`src/hw/iop_macros.svh`:
```
//----------------------------------------------------------------------
// IOP GPIO subsystem constants: bank base addresses, decode boundary,
// pins per bank and pin sample divider
//----------------------------------------------------------------------

`ifndef IOP_MACROS_SVH
`define IOP_MACROS_SVH

//----------------------------------------------------------------------
// Address map
//----------------------------------------------------------------------

// Bank bases, each on a 2 KB boundary
`define IOP_BASE_GPIO0 32'h4000_0000
`define IOP_BASE_GPIO1 32'h4000_0800
`define IOP_BASE_GPIO2 32'h4000_1000

// Lowest address bit compared in the bank decode
`define IOP_DEC_LSB 11

//----------------------------------------------------------------------
// Bank geometry and sampling
//----------------------------------------------------------------------

// Pins per bank
`define IOP_GPIO_W 16

// Cycles between pin sample ticks
`define IOP_SAMPLE_DIV 4

`endif

```
`src/hw/iop_pkg.sv`:
```
//----------------------------------------------------------------------
// IOP GPIO types: request struct, bank select struct and register
// offset enum
//----------------------------------------------------------------------

package iop_pkg;

   //-------------------------------------------------------------------
   // IOP request, one transfer per cycle
   //-------------------------------------------------------------------
   typedef struct packed {
      // Transfer valid strobe
      logic        trans;
      // High for a write, low for a read
      logic        write;
      // Access address
      logic [31:0] addr;
      // Match query address, looked up independently of trans
      logic [31:0] check;
      // Write data, whole word only
      logic [31:0] wdata;
   } iop_req_t;

   // One select bit per GPIO bank
   typedef struct packed {
      logic gpio2;
      logic gpio1;
      logic gpio0;
   } iop_sel_t;

   // Register word offsets, taken from addr[4:2]
   // Offsets 5 to 7 read zero and drop writes
   typedef enum logic [2:0] {
      REG_DOUT     = 3'd0,
      REG_OEN      = 3'd1,
      REG_DIN      = 3'd2,
      REG_IRQ_EN   = 3'd3,
      REG_IRQ_STAT = 3'd4
   } gpio_reg_e;

endpackage

```
`src/hw/gpio_bank.sv`:
```
//----------------------------------------------------------------------
// GPIO bank: output and enable registers, pin sampling, rising edge
// detect and write-one-to-clear interrupt status
//----------------------------------------------------------------------

`timescale 1ns/1ps
`include "iop_macros.svh"

module gpio_bank
   import iop_pkg::*;
(
   input  logic                   clk,
   input  logic                   rst_n,
   input  iop_req_t               req,
   // This bank's select bit from the interconnect
   input  logic                   sel,
   input  logic                   sample_tick,
   input  logic [`IOP_GPIO_W-1:0] gpio_in,
   output logic [`IOP_GPIO_W-1:0] gpio_out,
   output logic [`IOP_GPIO_W-1:0] gpio_oen,
   output logic                   irq,
   output logic [31:0]            bank_rdata
);

   localparam int W = `IOP_GPIO_W;

   //-------------------------------------------------------------------
   // Register state
   //-------------------------------------------------------------------

   // Output data and output enable
   logic [W-1:0] dout;
   logic [W-1:0] oen;

   // Last pin sample, also the reference for edge detect
   logic [W-1:0] din;

   // Interrupt enable and sticky status
   logic [W-1:0] irq_en;
   logic [W-1:0] irq_stat;

   //-------------------------------------------------------------------
   // Access decode
   //-------------------------------------------------------------------

   // Word offset within the bank
   gpio_reg_e reg_sel;

   // Write strobe for this bank
   logic wr_en;

   // Rising edges seen at this tick, before enable masking
   logic [W-1:0] rise;

   // Status bits to set and to clear this cycle
   logic [W-1:0] stat_set;
   logic [W-1:0] stat_clr;

   // Register value before zero extension
   logic [W-1:0] rd_val;

   assign reg_sel = gpio_reg_e'(req.addr[4:2]);

   // Takes effect at the edge that samples the request
   assign wr_en = req.trans & req.write & sel;

   //-------------------------------------------------------------------
   // Writable registers
   //-------------------------------------------------------------------

   // DIN and IRQ_STAT are not reachable from this block
   always_ff @(posedge clk) begin
      if (!rst_n) begin
         dout   <= '0;
         oen    <= '0;
         irq_en <= '0;
      end else if (wr_en) begin
         case (reg_sel)
            REG_DOUT:   dout   <= req.wdata[W-1:0];
            REG_OEN:    oen    <= req.wdata[W-1:0];
            REG_IRQ_EN: irq_en <= req.wdata[W-1:0];
            // Read-only and unused offsets drop the write
            default: ;
         endcase
      end
   end

   assign gpio_out = dout;
   assign gpio_oen = oen;

   //-------------------------------------------------------------------
   // Pin sampling
   //-------------------------------------------------------------------

   // Pins are only looked at on the shared tick
   always_ff @(posedge clk) begin
      if (!rst_n) begin
         din <= '0;
      end else if (sample_tick) begin
         din <= gpio_in;
      end
   end

   //-------------------------------------------------------------------
   // Edge interrupts
   //-------------------------------------------------------------------

   // New sample high, previous sample low
   assign rise = {W{sample_tick}} & gpio_in & ~din;

   // Only enabled edges reach the status
   assign stat_set = rise & irq_en;

   // Write one to clear
   assign stat_clr = (wr_en && reg_sel == REG_IRQ_STAT) ? req.wdata[W-1:0] : '0;

   // Set is applied after clear, so a set wins on the same bit
   always_ff @(posedge clk) begin
      if (!rst_n) begin
         irq_stat <= '0;
      end else begin
         irq_stat <= (irq_stat & ~stat_clr) | stat_set;
      end
   end

   // Any pending status bit raises the bank interrupt
   assign irq = |irq_stat;

   //-------------------------------------------------------------------
   // Read data
   //-------------------------------------------------------------------

   // Lookup with no side effect
   always_comb begin
      case (reg_sel)
         REG_DOUT:     rd_val = dout;
         REG_OEN:      rd_val = oen;
         REG_DIN:      rd_val = din;
         REG_IRQ_EN:   rd_val = irq_en;
         REG_IRQ_STAT: rd_val = irq_stat;
         default:      rd_val = '0;
      endcase
   end

   // Upper bits of the word read zero
   assign bank_rdata = {{(32 - W){1'b0}}, rd_val};

   // A status bit may only rise if its enable was on at the tick
   assert property (@(posedge clk) disable iff (!rst_n)
      ((irq_stat & ~$past(irq_stat) & ~$past(irq_en)) == '0))
      else $error("gpio_bank: status bit set while its enable was off");

endmodule

```
`src/hw/gpio_sample_timer.sv`:
```
//----------------------------------------------------------------------
// Pin sample timer: free-running prescale counter with a one-cycle
// sample tick shared by all GPIO banks
//----------------------------------------------------------------------

`timescale 1ns/1ps
`include "iop_macros.svh"

module gpio_sample_timer (
   input  logic clk,
   input  logic rst_n,
   output logic sample_tick
);

   // Counter wide enough for the divider, at least one bit
   localparam int CNT_W = (`IOP_SAMPLE_DIV > 1) ? $clog2(`IOP_SAMPLE_DIV) : 1;
   localparam logic [CNT_W-1:0] CNT_LAST = CNT_W'(`IOP_SAMPLE_DIV - 1);

   logic [CNT_W-1:0] cnt;

   //-------------------------------------------------------------------
   // Prescale counter
   //-------------------------------------------------------------------

   // Wraps every IOP_SAMPLE_DIV cycles, starting from zero after reset
   always_ff @(posedge clk) begin
      if (!rst_n) begin
         cnt <= '0;
      end else if (cnt == CNT_LAST) begin
         cnt <= '0;
      end else begin
         cnt <= cnt + 1'b1;
      end
   end

   // Tick on the last count, so the first one lands on cycle DIV
   // One instant for all banks keeps their pin samples aligned
   assign sample_tick = (cnt == CNT_LAST);

   // Banks rely on a single-cycle pulse for their edge detect
   assert property (@(posedge clk) disable iff (!rst_n) sample_tick |=> !sample_tick)
      else $error("gpio_sample_timer: tick high on consecutive cycles");

endmodule

```
`src/hw/iop_gpio_subsys.sv`:
```
//----------------------------------------------------------------------
// IOP GPIO subsystem top: interconnect, sample timer and three banks
//----------------------------------------------------------------------

`timescale 1ns/1ps
`include "iop_macros.svh"

module iop_gpio_subsys
   import iop_pkg::*;
(
   input  logic                   clk,
   input  logic                   rst_n,
   // Requester side
   input  iop_req_t               req,
   output logic [31:0]            rdata,
   output logic                   match,
   // Bank 0 pins
   input  logic [`IOP_GPIO_W-1:0] gpio_in_0,
   output logic [`IOP_GPIO_W-1:0] gpio_out_0,
   output logic [`IOP_GPIO_W-1:0] gpio_oen_0,
   // Bank 1 pins
   input  logic [`IOP_GPIO_W-1:0] gpio_in_1,
   output logic [`IOP_GPIO_W-1:0] gpio_out_1,
   output logic [`IOP_GPIO_W-1:0] gpio_oen_1,
   // Bank 2 pins
   input  logic [`IOP_GPIO_W-1:0] gpio_in_2,
   output logic [`IOP_GPIO_W-1:0] gpio_out_2,
   output logic [`IOP_GPIO_W-1:0] gpio_oen_2,
   // One interrupt per bank
   output logic [2:0]             irq
);

   // Bank selects from the decode
   iop_sel_t sel;

   // Per-bank read data into the mux
   logic [31:0] bank_rdata0;
   logic [31:0] bank_rdata1;
   logic [31:0] bank_rdata2;

   // Shared pin sample strobe
   logic sample_tick;

   //-------------------------------------------------------------------
   // Decode and read mux
   //-------------------------------------------------------------------

   iop_interconnect i_interconnect (
      .req        (req),
      .bank_rdata0(bank_rdata0),
      .bank_rdata1(bank_rdata1),
      .bank_rdata2(bank_rdata2),
      .sel        (sel),
      .match      (match),
      .rdata      (rdata)
   );

   gpio_sample_timer i_timer (
      .clk        (clk),
      .rst_n      (rst_n),
      .sample_tick(sample_tick)
   );

   //-------------------------------------------------------------------
   // GPIO banks
   //-------------------------------------------------------------------

   gpio_bank i_bank0 (
      .clk(clk), .rst_n(rst_n), .req(req), .sel(sel.gpio0), .sample_tick(sample_tick),
      .gpio_in(gpio_in_0), .gpio_out(gpio_out_0), .gpio_oen(gpio_oen_0),
      .irq(irq[0]), .bank_rdata(bank_rdata0)
   );

   gpio_bank i_bank1 (
      .clk(clk), .rst_n(rst_n), .req(req), .sel(sel.gpio1), .sample_tick(sample_tick),
      .gpio_in(gpio_in_1), .gpio_out(gpio_out_1), .gpio_oen(gpio_oen_1),
      .irq(irq[1]), .bank_rdata(bank_rdata1)
   );

   gpio_bank i_bank2 (
      .clk(clk), .rst_n(rst_n), .req(req), .sel(sel.gpio2), .sample_tick(sample_tick),
      .gpio_in(gpio_in_2), .gpio_out(gpio_out_2), .gpio_oen(gpio_oen_2),
      .irq(irq[2]), .bank_rdata(bank_rdata2)
   );

endmodule

```
`src/hw/iop_interconnect.sv`:
```
//----------------------------------------------------------------------
// IOP interconnect: address match query, bank select decode and
// read data multiplexer for three GPIO banks
//----------------------------------------------------------------------

`timescale 1ns/1ps
`include "iop_macros.svh"

module iop_interconnect
   import iop_pkg::*;
(
   input  iop_req_t    req,
   input  logic [31:0] bank_rdata0,
   input  logic [31:0] bank_rdata1,
   input  logic [31:0] bank_rdata2,
   output iop_sel_t    sel,
   output logic        match,
   output logic [31:0] rdata
);

   // Base addresses as vectors so the decode bits can be sliced
   localparam logic [31:0] BASE0 = `IOP_BASE_GPIO0;
   localparam logic [31:0] BASE1 = `IOP_BASE_GPIO1;
   localparam logic [31:0] BASE2 = `IOP_BASE_GPIO2;

   // Per-bank hit on the query address
   logic [2:0] check_hit;

   //-------------------------------------------------------------------
   // Match query
   //-------------------------------------------------------------------

   // Only bits above the bank window take part
   assign check_hit[0] = (req.check[31:`IOP_DEC_LSB] == BASE0[31:`IOP_DEC_LSB]);
   assign check_hit[1] = (req.check[31:`IOP_DEC_LSB] == BASE1[31:`IOP_DEC_LSB]);
   assign check_hit[2] = (req.check[31:`IOP_DEC_LSB] == BASE2[31:`IOP_DEC_LSB]);

   // Answer does not depend on trans
   assign match = |check_hit;

   //-------------------------------------------------------------------
   // Access decode
   //-------------------------------------------------------------------

   // Selects follow addr alone, the banks gate writes with trans
   assign sel.gpio0 = (req.addr[31:`IOP_DEC_LSB] == BASE0[31:`IOP_DEC_LSB]);
   assign sel.gpio1 = (req.addr[31:`IOP_DEC_LSB] == BASE1[31:`IOP_DEC_LSB]);
   assign sel.gpio2 = (req.addr[31:`IOP_DEC_LSB] == BASE2[31:`IOP_DEC_LSB]);

   // AND-OR read mux, zero when nothing is selected
   assign rdata = ({32{sel.gpio0}} & bank_rdata0) |
                  ({32{sel.gpio1}} & bank_rdata1) |
                  ({32{sel.gpio2}} & bank_rdata2);

   // Overlapping bases would OR two banks onto rdata
   always_comb begin
      assert final ($onehot0(sel))
         else $error("iop_interconnect: more than one bank selected");
   end

endmodule

```
`config.mk`:
```
export PLATFORM = sky130hd
export DESIGN_NAME = iop_gpio_subsys
export DESIGN_NICKNAME = d
export VERILOG_FILES = /design/src/hw/iop_pkg.sv /design/src/hw/gpio_bank.sv /design/src/hw/gpio_sample_timer.sv /design/src/hw/iop_gpio_subsys.sv /design/src/hw/iop_interconnect.sv
export VERILOG_INCLUDE_DIRS = /design/src /design/src/hw
export SDC_FILE = /design/constraint.sdc
export NUM_CORES = 1
export LEC_CHECK = 0
export ABC_AREA = 1
export BUFFER_PORTS_ARGS = -buffer_cell sky130_fd_sc_hd__buf_4
export CAP_MARGIN = 0
export CORE_MARGIN = 8
export CORE_UTILIZATION = 35
export CTS_CLUSTER_DIAMETER = 40
export DETAILED_ROUTE_END_ITERATION = 10
export REMOVE_ABC_BUFFERS = 1
export SYNTH_ARGS = -nofsm -noshare
export SYNTH_HDL_FRONTEND = slang
export SYNTH_HIERARCHICAL = 1
export SYNTH_SLANG_ARGS = --single-unit
```
`constraint.sdc`:
```
create_clock -name clk -period 3.05 [get_ports clk]
set_input_delay 0.4575 -clock clk [delete_from_list [all_inputs] [get_ports clk]]
set_output_delay 0.4575 -clock clk [all_outputs]
set_load 0.02 [all_outputs]
```
Word-level counts from Yosys, hierarchy flattened
Cells that the tools add are included.
{"block": "classes", "eq_ne": 11, "n_reduce_logical": 18, "n_addsub": 1, "mux": 6, "n_bitwise": 31}
{"operator": "one-hot mux 16 bit (5 select lines)", "count": 3}
{"operator": "bitwise AND 16 bit", "count": 12}
{"operator": "== test 21 x 20 -> 1 bit, second input constant", "count": 6}
{"operator": "bitwise AND 32 x 16 -> 32 bit", "count": 3}
{"operator": "inverter 16 bit", "count": 6}
{"operator": "OR 32 bit", "count": 2}
{"operator": "2-to-1 mux 16 bit", "count": 3}
{"operator": "OR 16 bit", "count": 3}
{"operator": "OR reduction 16 bit", "count": 3}
{"operator": "AND reduction 2 bit", "count": 9}
{"operator": "== test 3 x 2 -> 1 bit, second input constant", "count": 2}
{"operator": "bitwise AND 1 bit", "count": 4}
{"operator": "== test 3 x 1 -> 1 bit, second input constant", "count": 1}
{"operator": "== test 3 bit, second input constant", "count": 1}
{"operator": "logical AND 1 bit", "count": 3}
{"operator": "zero test 3 bit", "count": 1}
{"operator": "OR reduction 3 bit", "count": 1}
{"operator": "adder 2 x 1 -> 2 bit, second input constant", "count": 1}
{"operator": "== test 2 bit, second input constant", "count": 1}
{"operator": "OR reduction 2 bit", "count": 1}
{"operator": "inverter 1 bit", "count": 1}
{"block": "word_totals", "output_inout_bits": 132, "reg_bits": 242, "word_cells": 83}

Logic depth before layout (Yosys ltp)
Gate-level depths: netlist (run 1).
{"block": "logic_depth", "depth_word": 7, "mapped_depth": 11}

By module
The synthesis (run 1) kept the hierarchy.
{"mod": "gpio_bank", "area_each_um2": 3905.0, "cells_per_inst": 567, "n_inst": 3}
{"mod": "iop_interconnect", "area_each_um2": 1133.6, "cells_per_inst": 200, "n_inst": 1}
{"mod": "gpio_sample_timer", "area_each_um2": 71.3, "cells_per_inst": 8, "n_inst": 1}

Worst setup path before layout (run 1)
Ideal clock, no wire load.
{"block": "synth_timing", "path_kind": "input -> register", "start": "input port req[84] (netlist name)", "end": "register i_bank0.oen[0] (netlist: i_bank0/gpio_oen[0])", "n_path_buf": 2, "setup_slack_ps": 1049, "stages": 10, "arrival_ps": 1888, "path_cell_list": "or2_4 > nor2_8 > buf_6 > and3_1 > nand3_4 > nor2_4 > inv_4 > buf_12 > nor2_2 > nor2_1"}
{"element": "start: declaration", "line_no": "iop_gpio_subsys.sv:14", "text": "input iop_req_t req,"}
{"element": "end signal: assignment", "line_no": "gpio_bank.sv:80", "text": "REG_OEN: oen <= req.wdata[W-1:0];"}
{"element": "end: declaration", "line_no": "gpio_bank.sv:33", "text": "logic [W-1:0] oen;"}

Worst setup path after layout (run 1)
{"block": "layout_timing", "start": "input port req[68] (netlist name)", "end": "output port rdata[11]"}
{"block": "layout_between", "elab_chain_cells": 5, "word_cells_on_any_way": 13, "cone_classes": "4 x eq/ne; 3 x mux; 5 x bitwise; 1 x reduce/logical"}
{"element": "== test 3 bit, or another cell as far along", "line_no": "gpio_bank.sv:135", "text": "case (reg_sel)"}
{"element": "one-hot mux 16 bit (5 select lines) (*)", "line_no": "gpio_bank.sv:135"}
{"element": "via bank_rdata1[11]", "line_no": "iop_gpio_subsys.sv:38", "text": "logic [31:0] bank_rdata1;"}
{"element": "bitwise AND 32 x 16 -> 32 bit (*)", "line_no": "iop_interconnect.sv:52", "text": "({32{sel.gpio1}} & bank_rdata1) |"}
{"element": "OR 32 bit (*)", "line_no": "iop_interconnect.sv:51", "text": "assign rdata = ({32{sel.gpio0}} & bank_rdata0) |"}
{"element": "OR 32 bit (*)", "line_no": "iop_interconnect.sv:52"}
{"element": "end: declaration", "line_no": "iop_gpio_subsys.sv:15", "text": "output logic [31:0] rdata,"}
Mark *: on every way through the listed nets, which the timed path passes. The rest lies on a longest branch.

==> impl_metrics.py, run 1 <==
metrics = {
    "critical_path": {
        "crit_type": "input port to primary output",
        "crit_fanout": 11,
        "crit_path_end_kind": "primary output",
        "crit_required_ns": 2.59,
        "crit_path_start_kind": "input port",
        "cp.arrival_ns": 2.18,
    },
    "clocking": {
        "path_clk_slew_ns": 0.05,
        "cts-resized-gates": 0,
        "cts_tree": "built",
        "cts-buffers-inserted": 38,
        "cts_setup_buffers": 0,
        "htreeDepth": 2,
        "clock_sinks": 242,
        "cts_buffer_depth": 3,
        "cts_hold_buffers": 0,
        "root_buffer": "clkbuf_16",
        "clock_latency_ns": 0.53,
    },
    "cells_and_area": {
        "num-fill-cells": 3783,
        "synthToLayoutAreaGrowth_pct": 22.9,
        "fin_nets": 2247,
        "drive_gt1_share_pct": 20.5,
    },
    "power_and_ir_drop": {
        "peakVddDrop_mv": 0.426,
        "leakagePower_uw": 0.00714,
        "power_density_mw_per_mm2": 528,
    },
    "run": {
        "drv_cap": 0,
    },
    "sta": {
        "max_slew_margin_pct": 20.5,
        "finalHoldViolCount": 0,
        "fmaxAchievable_ghz": 0.379,
        "fin_crit_sh_pct": 86.5,
        "fin_setup_tns_ns": 0,
        "final_max_slew_viol_count": 0,
        "setup_viol": 0,
        "max_slew.worst_pin.slew_ns": 1.19,
        "layout_min_cycle_time_ns": 2.64,
        "finalClockSkew_ns": 0.0230,
        "layout_setup_ws_ns": 0.411,
        "rsz0062_at_grt": "false",
    },
    "yosys": {
        "yosysSeqAreaShare_pct": 37.5,
        "synthMostInstantiatedCell": "nand2_1",
        "synth-xor-area-share_pct": 0,
        "synth_simple_gate_area_share_pct": 39.6,
        "ys_ff_latch": 242,
        "synth.mux.area_fraction_pct": 0,
        "ys_warn_count": 6,
        "yosysTopAreaCell": "dfxtp_1",
        "syn_inst": 1909,
        "async_flop_share_pct": 0,
        "yosys.area_share.adder_pct": 0.0968,
        "netlist.area_leader.share_pct": 37.5,
        "yosys-top-cells-area": "dfxtp_1 (37%), nand2_1 (13%), nor2_1 (11%)",
        "synth-edff-count": 0,
        "synth_top_family_by_area": "simple AND/OR/NAND/NOR gates",
        "syn_area_per_cell_sq_um": 6.77,
        "synth_compound_area_share_pct": 11.3,
        "syn-cell-area_sq_mm": 0.0129,
        "synth_cell_type_count": 30,
        "synth_ff_type": "dfxtp_1",
        "yosys-top-cells-count": "nand2_1 (451), nor2_1 (380), dfxtp_1 (242), o21ai_0 (117), nand4_1 (103)",
    },
    "global_route": {
        "grt_pass1_vias": 12527,
        "grt_usage_pct": 21.6,
        "grt_pass1_wl_um": 73800,
        "antenna_found_initial": 2,
        "grt_max_degree": 67,
        "grt_remaining_overflow": 0,
    },
    "placement": {
        "io_buffers": 228,
        "post-place-ws_ns": 0.408,
        "dp_hpwl_um": 34100,
        "gp_congestion": 0.854,
    },
    "detailed_routing": {
        "ant_nets": 0,
        "dr.pass1.iters": 5,
        "vias": 13287,
        "drc_errors": 0,
        "dr.first_iter.drc_count": 1210,
        "routed_wl_um": 48700,
        "vias_per_cell": 5.12,
        "avgRoutedWirePerCell_um": 18.8,
    },
    "floorplanning": {
        "die_x_um": 208,
        "ios": 280,
        "core_area_sq_mm": 0.0365,
        "start_util_pct": 35.4,
        "rows": 70,
        "die_area_sq_mm": 0.0433,
        "fp.dieH_um": 208,
    },
    "worst_hold_path": {
        "min_path_type": "input port to flop",
    },
    "run_status": {
        "status": "complete, no violations",
    },
}
per-stage QoR:
stage | utilization (%) | hold WS (ns) | instances | instance area [sq um] | power, uW
2_1_floorplan | - | 0.398 | 1802 | 12000 | 3450
4_1_cts | 43.5 | 0.209 | 2593 | 15900 | 8450
3_3_place_gp | 39.7 | 0.411 | 2526 | 14500 | 3760
6_report | 43.5 | 0.218 | 2595 | 15900 | 8390
3_5_place_dp | 39.7 | 0.423 | 2526 | 14500 | 3770
5_1_grt | 43.5 | 0.225 | 2595 | 15900 | 8630
final cells by class:
type	instances	area [sq um]	area share (%)
multi-input cells	1466	6770	42.6
flip-flops and latches	242	4840	30.5
repair buffers	256	1920	12.1
clock buffers	42	987	6.22
well taps	468	586	3.69
clock inverters	25	389	2.45
inverters	94	375	2.36
diodes	2	5.00	0.0315
metal layers:
metal	track usage, %	wire (um)
met5	0	0
met4	7.83	1670
met3	3.71	3430
met2	35.4	22500
met1	28.3	21100
logic make-up after synthesis:
kind of cell / Yosys count
buf+inv: 246
fa+ha+maj: 1
other cells: 3
compound gates: 291
simple gates: 1126
flops: 242
path summary, 6_finish.rpt:
| check | start | end | slack (ns) | cells after the start |
|---|---|---|---|---|
| worst max-delay path | req[68] | rdata[11] | 0.41 | 10 |
| worst min-delay path | gpio_in_1[15] | i_bank1/din[15]$_SDFFE_PN0P_ | 0.22 | 3 |
| worst min register to register | i_timer/cnt[0]$_SDFF_PP0_ | i_timer/cnt[0]$_SDFF_PP0_ | 0.43 | 1 |
| worst max register to register | i_timer/cnt[0]$_SDFF_PP0_ | i_bank1/din[4]$_SDFFE_PN0P_ | 1.35 | 4 |
cell usage in the layout, fill, tap and decap left out, types with 2 or more instances in the layout:
cell        count
and3_1          3
bufinv_16       8
conb_1         48
nor2_1        380
o21ai_0       117
nand3_4         9
clkinv_8        2
buf_4         256
clkinv_4        6
nor2_8          7
nor2_2         30
inv_6           2
inv_4           9
nor2_4         10
diode_2         2
inv_1          70
clkbuf_1        3
nand3b_1        4
dfxtp_1       242
a21oi_1        96
nand3_2         3
nand2_1       451
clkbuf_16      39
nand4_1       103
inv_2          15
clkinvlp_4      2
nor4_1          7
clkinv_2        4
nand3_1        88
nand2_2        30
o21ai_1        78
critical path: stages:
cell and delay, ns:
buf_4 0.15, inv_2 0.16, nand3_1 0.13, inv_1 0.41, buf_4 0.22, nand2_1 0.05
nand2_1 0.06, nand4_1 0.13, nand3_1 0.22, buf_4 0.19
report_power, final:
| part | internal [uW] | total [uW] | switching, uW |
|---|---|---|---|
| Sequential | 3190 | 3210 | 19.5 |
| Combinational | 154 | 494 | 339 |
| Clock | 3050 | 4680 | 1640 |
(Power assumes the default switching activity.)
==> inputs of run 2 (changes only) <==
--- a/config.mk
+++ b/config.mk
@@ -9,6 +9,7 @@
 export ABC_AREA = 1
 export BUFFER_PORTS_ARGS = -buffer_cell sky130_fd_sc_hd__buf_4
 export CAP_MARGIN = 0
+export CORE_ASPECT_RATIO = 0.5
 export CORE_MARGIN = 8
 export CORE_UTILIZATION = 35
 export CTS_CLUSTER_DIAMETER = 40
==> run 2 against run 1 <==
  * Final area is 0.99% lower
  * Maximum frequency down 0.28%
  * Clock skew down 0.013 ns
  * Setup slack worse by 0.0073 ns
  * Hold slack improved by 0.0018 ns
  * Global-route usage shrank 0.70 points
  * Cell count increased by 0.19%
  * Combinational power shrank 0.8%
  * Utilization is essentially flat
  * Routed wire length down 1.5%
  * Die area up 0.86%
  * Critical endpoint is now rdata[9]
  * Largest cell class unchanged
==> impl_metrics.py, run 2 (same netlist as run 1, synthesis figures left out) <==
metrics = {
    "critical_path": {
        "rr_endpoint": "i_bank2/din[15]$_SDFFE_PN0P_",
        "crit_required_ns": 2.59,
        "crit_path_start_kind": "input port",
        "cp_slowest_cell": "buf_4",
        "path_cells": "buf_4 -> or2_4 -> nor2_8 -> buf_4 -> nand4_1 -> nand3_1 -> buf_4",
        "crit_path_end_kind": "primary output",
        "crit_fanout": 29,
        "rrSetupSlack_ns": 1.31,
        "cp.arrival_ns": 2.19,
        "crit_type": "input port to primary output",
        "critPathMaxStageDelay_ns": 0.39,
        "reg2reg_depth": 4,
        "crit_top_cell": "buf_4",
        "regToRegStartpoint": "i_timer/cnt[0]$_SDFF_PP0_",
    },
    "power_and_ir_drop": {
        "leakagePower_uw": 0.00704,
        "p_switching_uw": 1960,
        "peakVddDrop_mv": 0.237,
        "p_sw_share_pct": 24.5,
        "power_density_mw_per_mm2": 508,
        "power_frac_seq_pct": 40.2,
        "p_int_uw": 6030,
        "pwr-share-comb_pct": 6.1,
        "power_frac_clock_pct": 53.7,
    },
    "floorplanning": {
        "core_area_sq_mm": 0.0362,
        "start_util_pct": 35.7,
        "ios": 280,
        "rows": 49,
        "fp.dieH_um": 152,
        "die_x_um": 288,
        "die_area_sq_mm": 0.0437,
    },
    "clocking": {
        "cts_tree": "built",
        "cts_setup_buffers": 0,
        "cts_hold_buffers": 0,
        "clock_sinks": 242,
        "cts_buffer_depth": 3,
        "path_clk_slew_ns": 0.06,
        "root_buffer": "clkbuf_16",
        "cts-buffers-inserted": 35,
        "htreeDepth": 2,
        "clock_latency_ns": 0.51,
        "cts-resized-gates": 0,
    },
    "cells_and_area": {
        "antenna_cells": 0,
        "final_core_util_pct": 43.5,
        "mostFrequentLayoutCell": "nand2_1",
        "fin_nets": 2239,
        "layout_common_cells": "nand2_1 (451), nor2_1 (380), buf_4 (250), dfxtp_1 (242), o21ai_0 (117)",
        "synthToLayoutAreaGrowth_pct": 21.7,
        "drive_gt1_share_pct": 20.2,
        "layoutNonFillerInstCount": 2600,
    },
    "placement": {
        "gp_congestion": 0.873,
        "dp_hpwl_um": 33200,
        "dp_cells": 2537,
        "io_buffers": 228,
    },
    "sta": {
        "fin_crit_sh_pct": 86.8,
        "final_max_slew_viol_count": 0,
        "fmaxAchievable_ghz": 0.378,
        "layout_min_cycle_time_ns": 2.65,
        "max_slew_margin_pct": 21.9,
        "max_slew.worst_pin.slew_ns": 1.17,
        "rsz0062_at_grt": "false",
        "setup_viol": 0,
        "finalClockSkew_ns": 0.00982,
        "fin_setup_tns_ns": 0,
        "finalHoldViolCount": 0,
    },
    "detailed_routing": {
        "ant_nets": 0,
        "dr.first_iter.drc_count": 1333,
        "vias": 13061,
        "avgRoutedWirePerCell_um": 18.5,
        "routed_wl_um": 48000,
        "dr.pass1.iters": 5,
        "drc_errors": 0,
        "vias_per_cell": 5.02,
    },
    "worst_hold_path": {
        "min_path_type": "input port to flop",
        "hold_path_end": "i_bank1/din[7]$_SDFFE_PN0P_",
        "hold_path_depth": 3,
        "min_from": "gpio_in_1[7]",
    },
    "global_route": {
        "grt_remaining_overflow": 0,
        "antenna_found_initial": 0,
        "grt_usage_pct": 20.9,
        "grt_max_degree": 118,
        "grt_pass1_vias": 11724,
        "grt_pass1_wl_um": 72200,
    },
    "run_status": {
        "status": "complete, no violations",
    },
    "run": {
        "drv_cap": 0,
    },
}
run 2: layout make-up:
class / instances / area, sq um
fillers: 3751 / 20400
inverters: 94 / 375
multi-input cells: 1466 / 6770
repair buffers: 251 / 1900
flip-flops and latches: 242 / 4840
well taps: 484 / 606
clock inverters: 24 / 285
clock buffers: 39 / 943
run 2: critical path, delay by kind of cell:
kind,cells,cell delay [ns]
and+or+nand+nor,4,1.04
buffers and inverters,3,0.67
run 2: power groups by stage:
stage	clock, uW	sequential, uW	combinational, uW
2_1_floorplan	0	3270	174
3_3_place_gp	0	3280	483
3_5_place_dp	0	3280	485
4_1_cts	4340	3210	486
5_1_grt	4490	3210	527
6_report	4290	3210	490
run 2: worst max-delay path by stage:
| stage | depth (start not counted) | to | from | slack [ns] |
|---|---|---|---|---|
| 2_1_floorplan | 9 | i_bank0/gpio_oen[10]$_SDFFE_PN0P_ | req[95] | 0.11 |
| 3_3_place_gp | 9 | i_bank0/irq_stat[11]$_SDFF_PN0_ | req[84] | 0.47 |
| 3_5_place_dp | 7 | rdata[9] | req[84] | 0.43 |
| 4_1_cts | 7 | rdata[9] | req[84] | 0.43 |
| 5_1_grt | 7 | rdata[9] | req[84] | 0.32 |
| 6_report | 7 | rdata[9] | req[84] | 0.40 |
run 2: layer usage:
layer / track usage [%] / up-vias / routed length (um)
met5: 0 / - / 0
met4: 6.07 / 0 / 1220
met3: 3.39 / 71 / 3590
met2: 33.9 / 448 / 22300
met1: 28.4 / 6042 / 20900
li1: - / 6500 / -
run 2: through the flow:
stage / setup WS [ns] / cell area [sq um] / total power [uW] / hold slack [ns]
finish: 0.404 / 15700 / 7980 / 0.220
global route: 0.319 / 15700 / 8220 / 0.212
CTS: 0.427 / 15700 / 8030 / 0.208
detailed placement: 0.429 / 14500 / 3760 / 0.419
global placement: 0.466 / 14500 / 3760 / 0.418
floorplan: 0.113 / 12000 / 3450 / 0.398
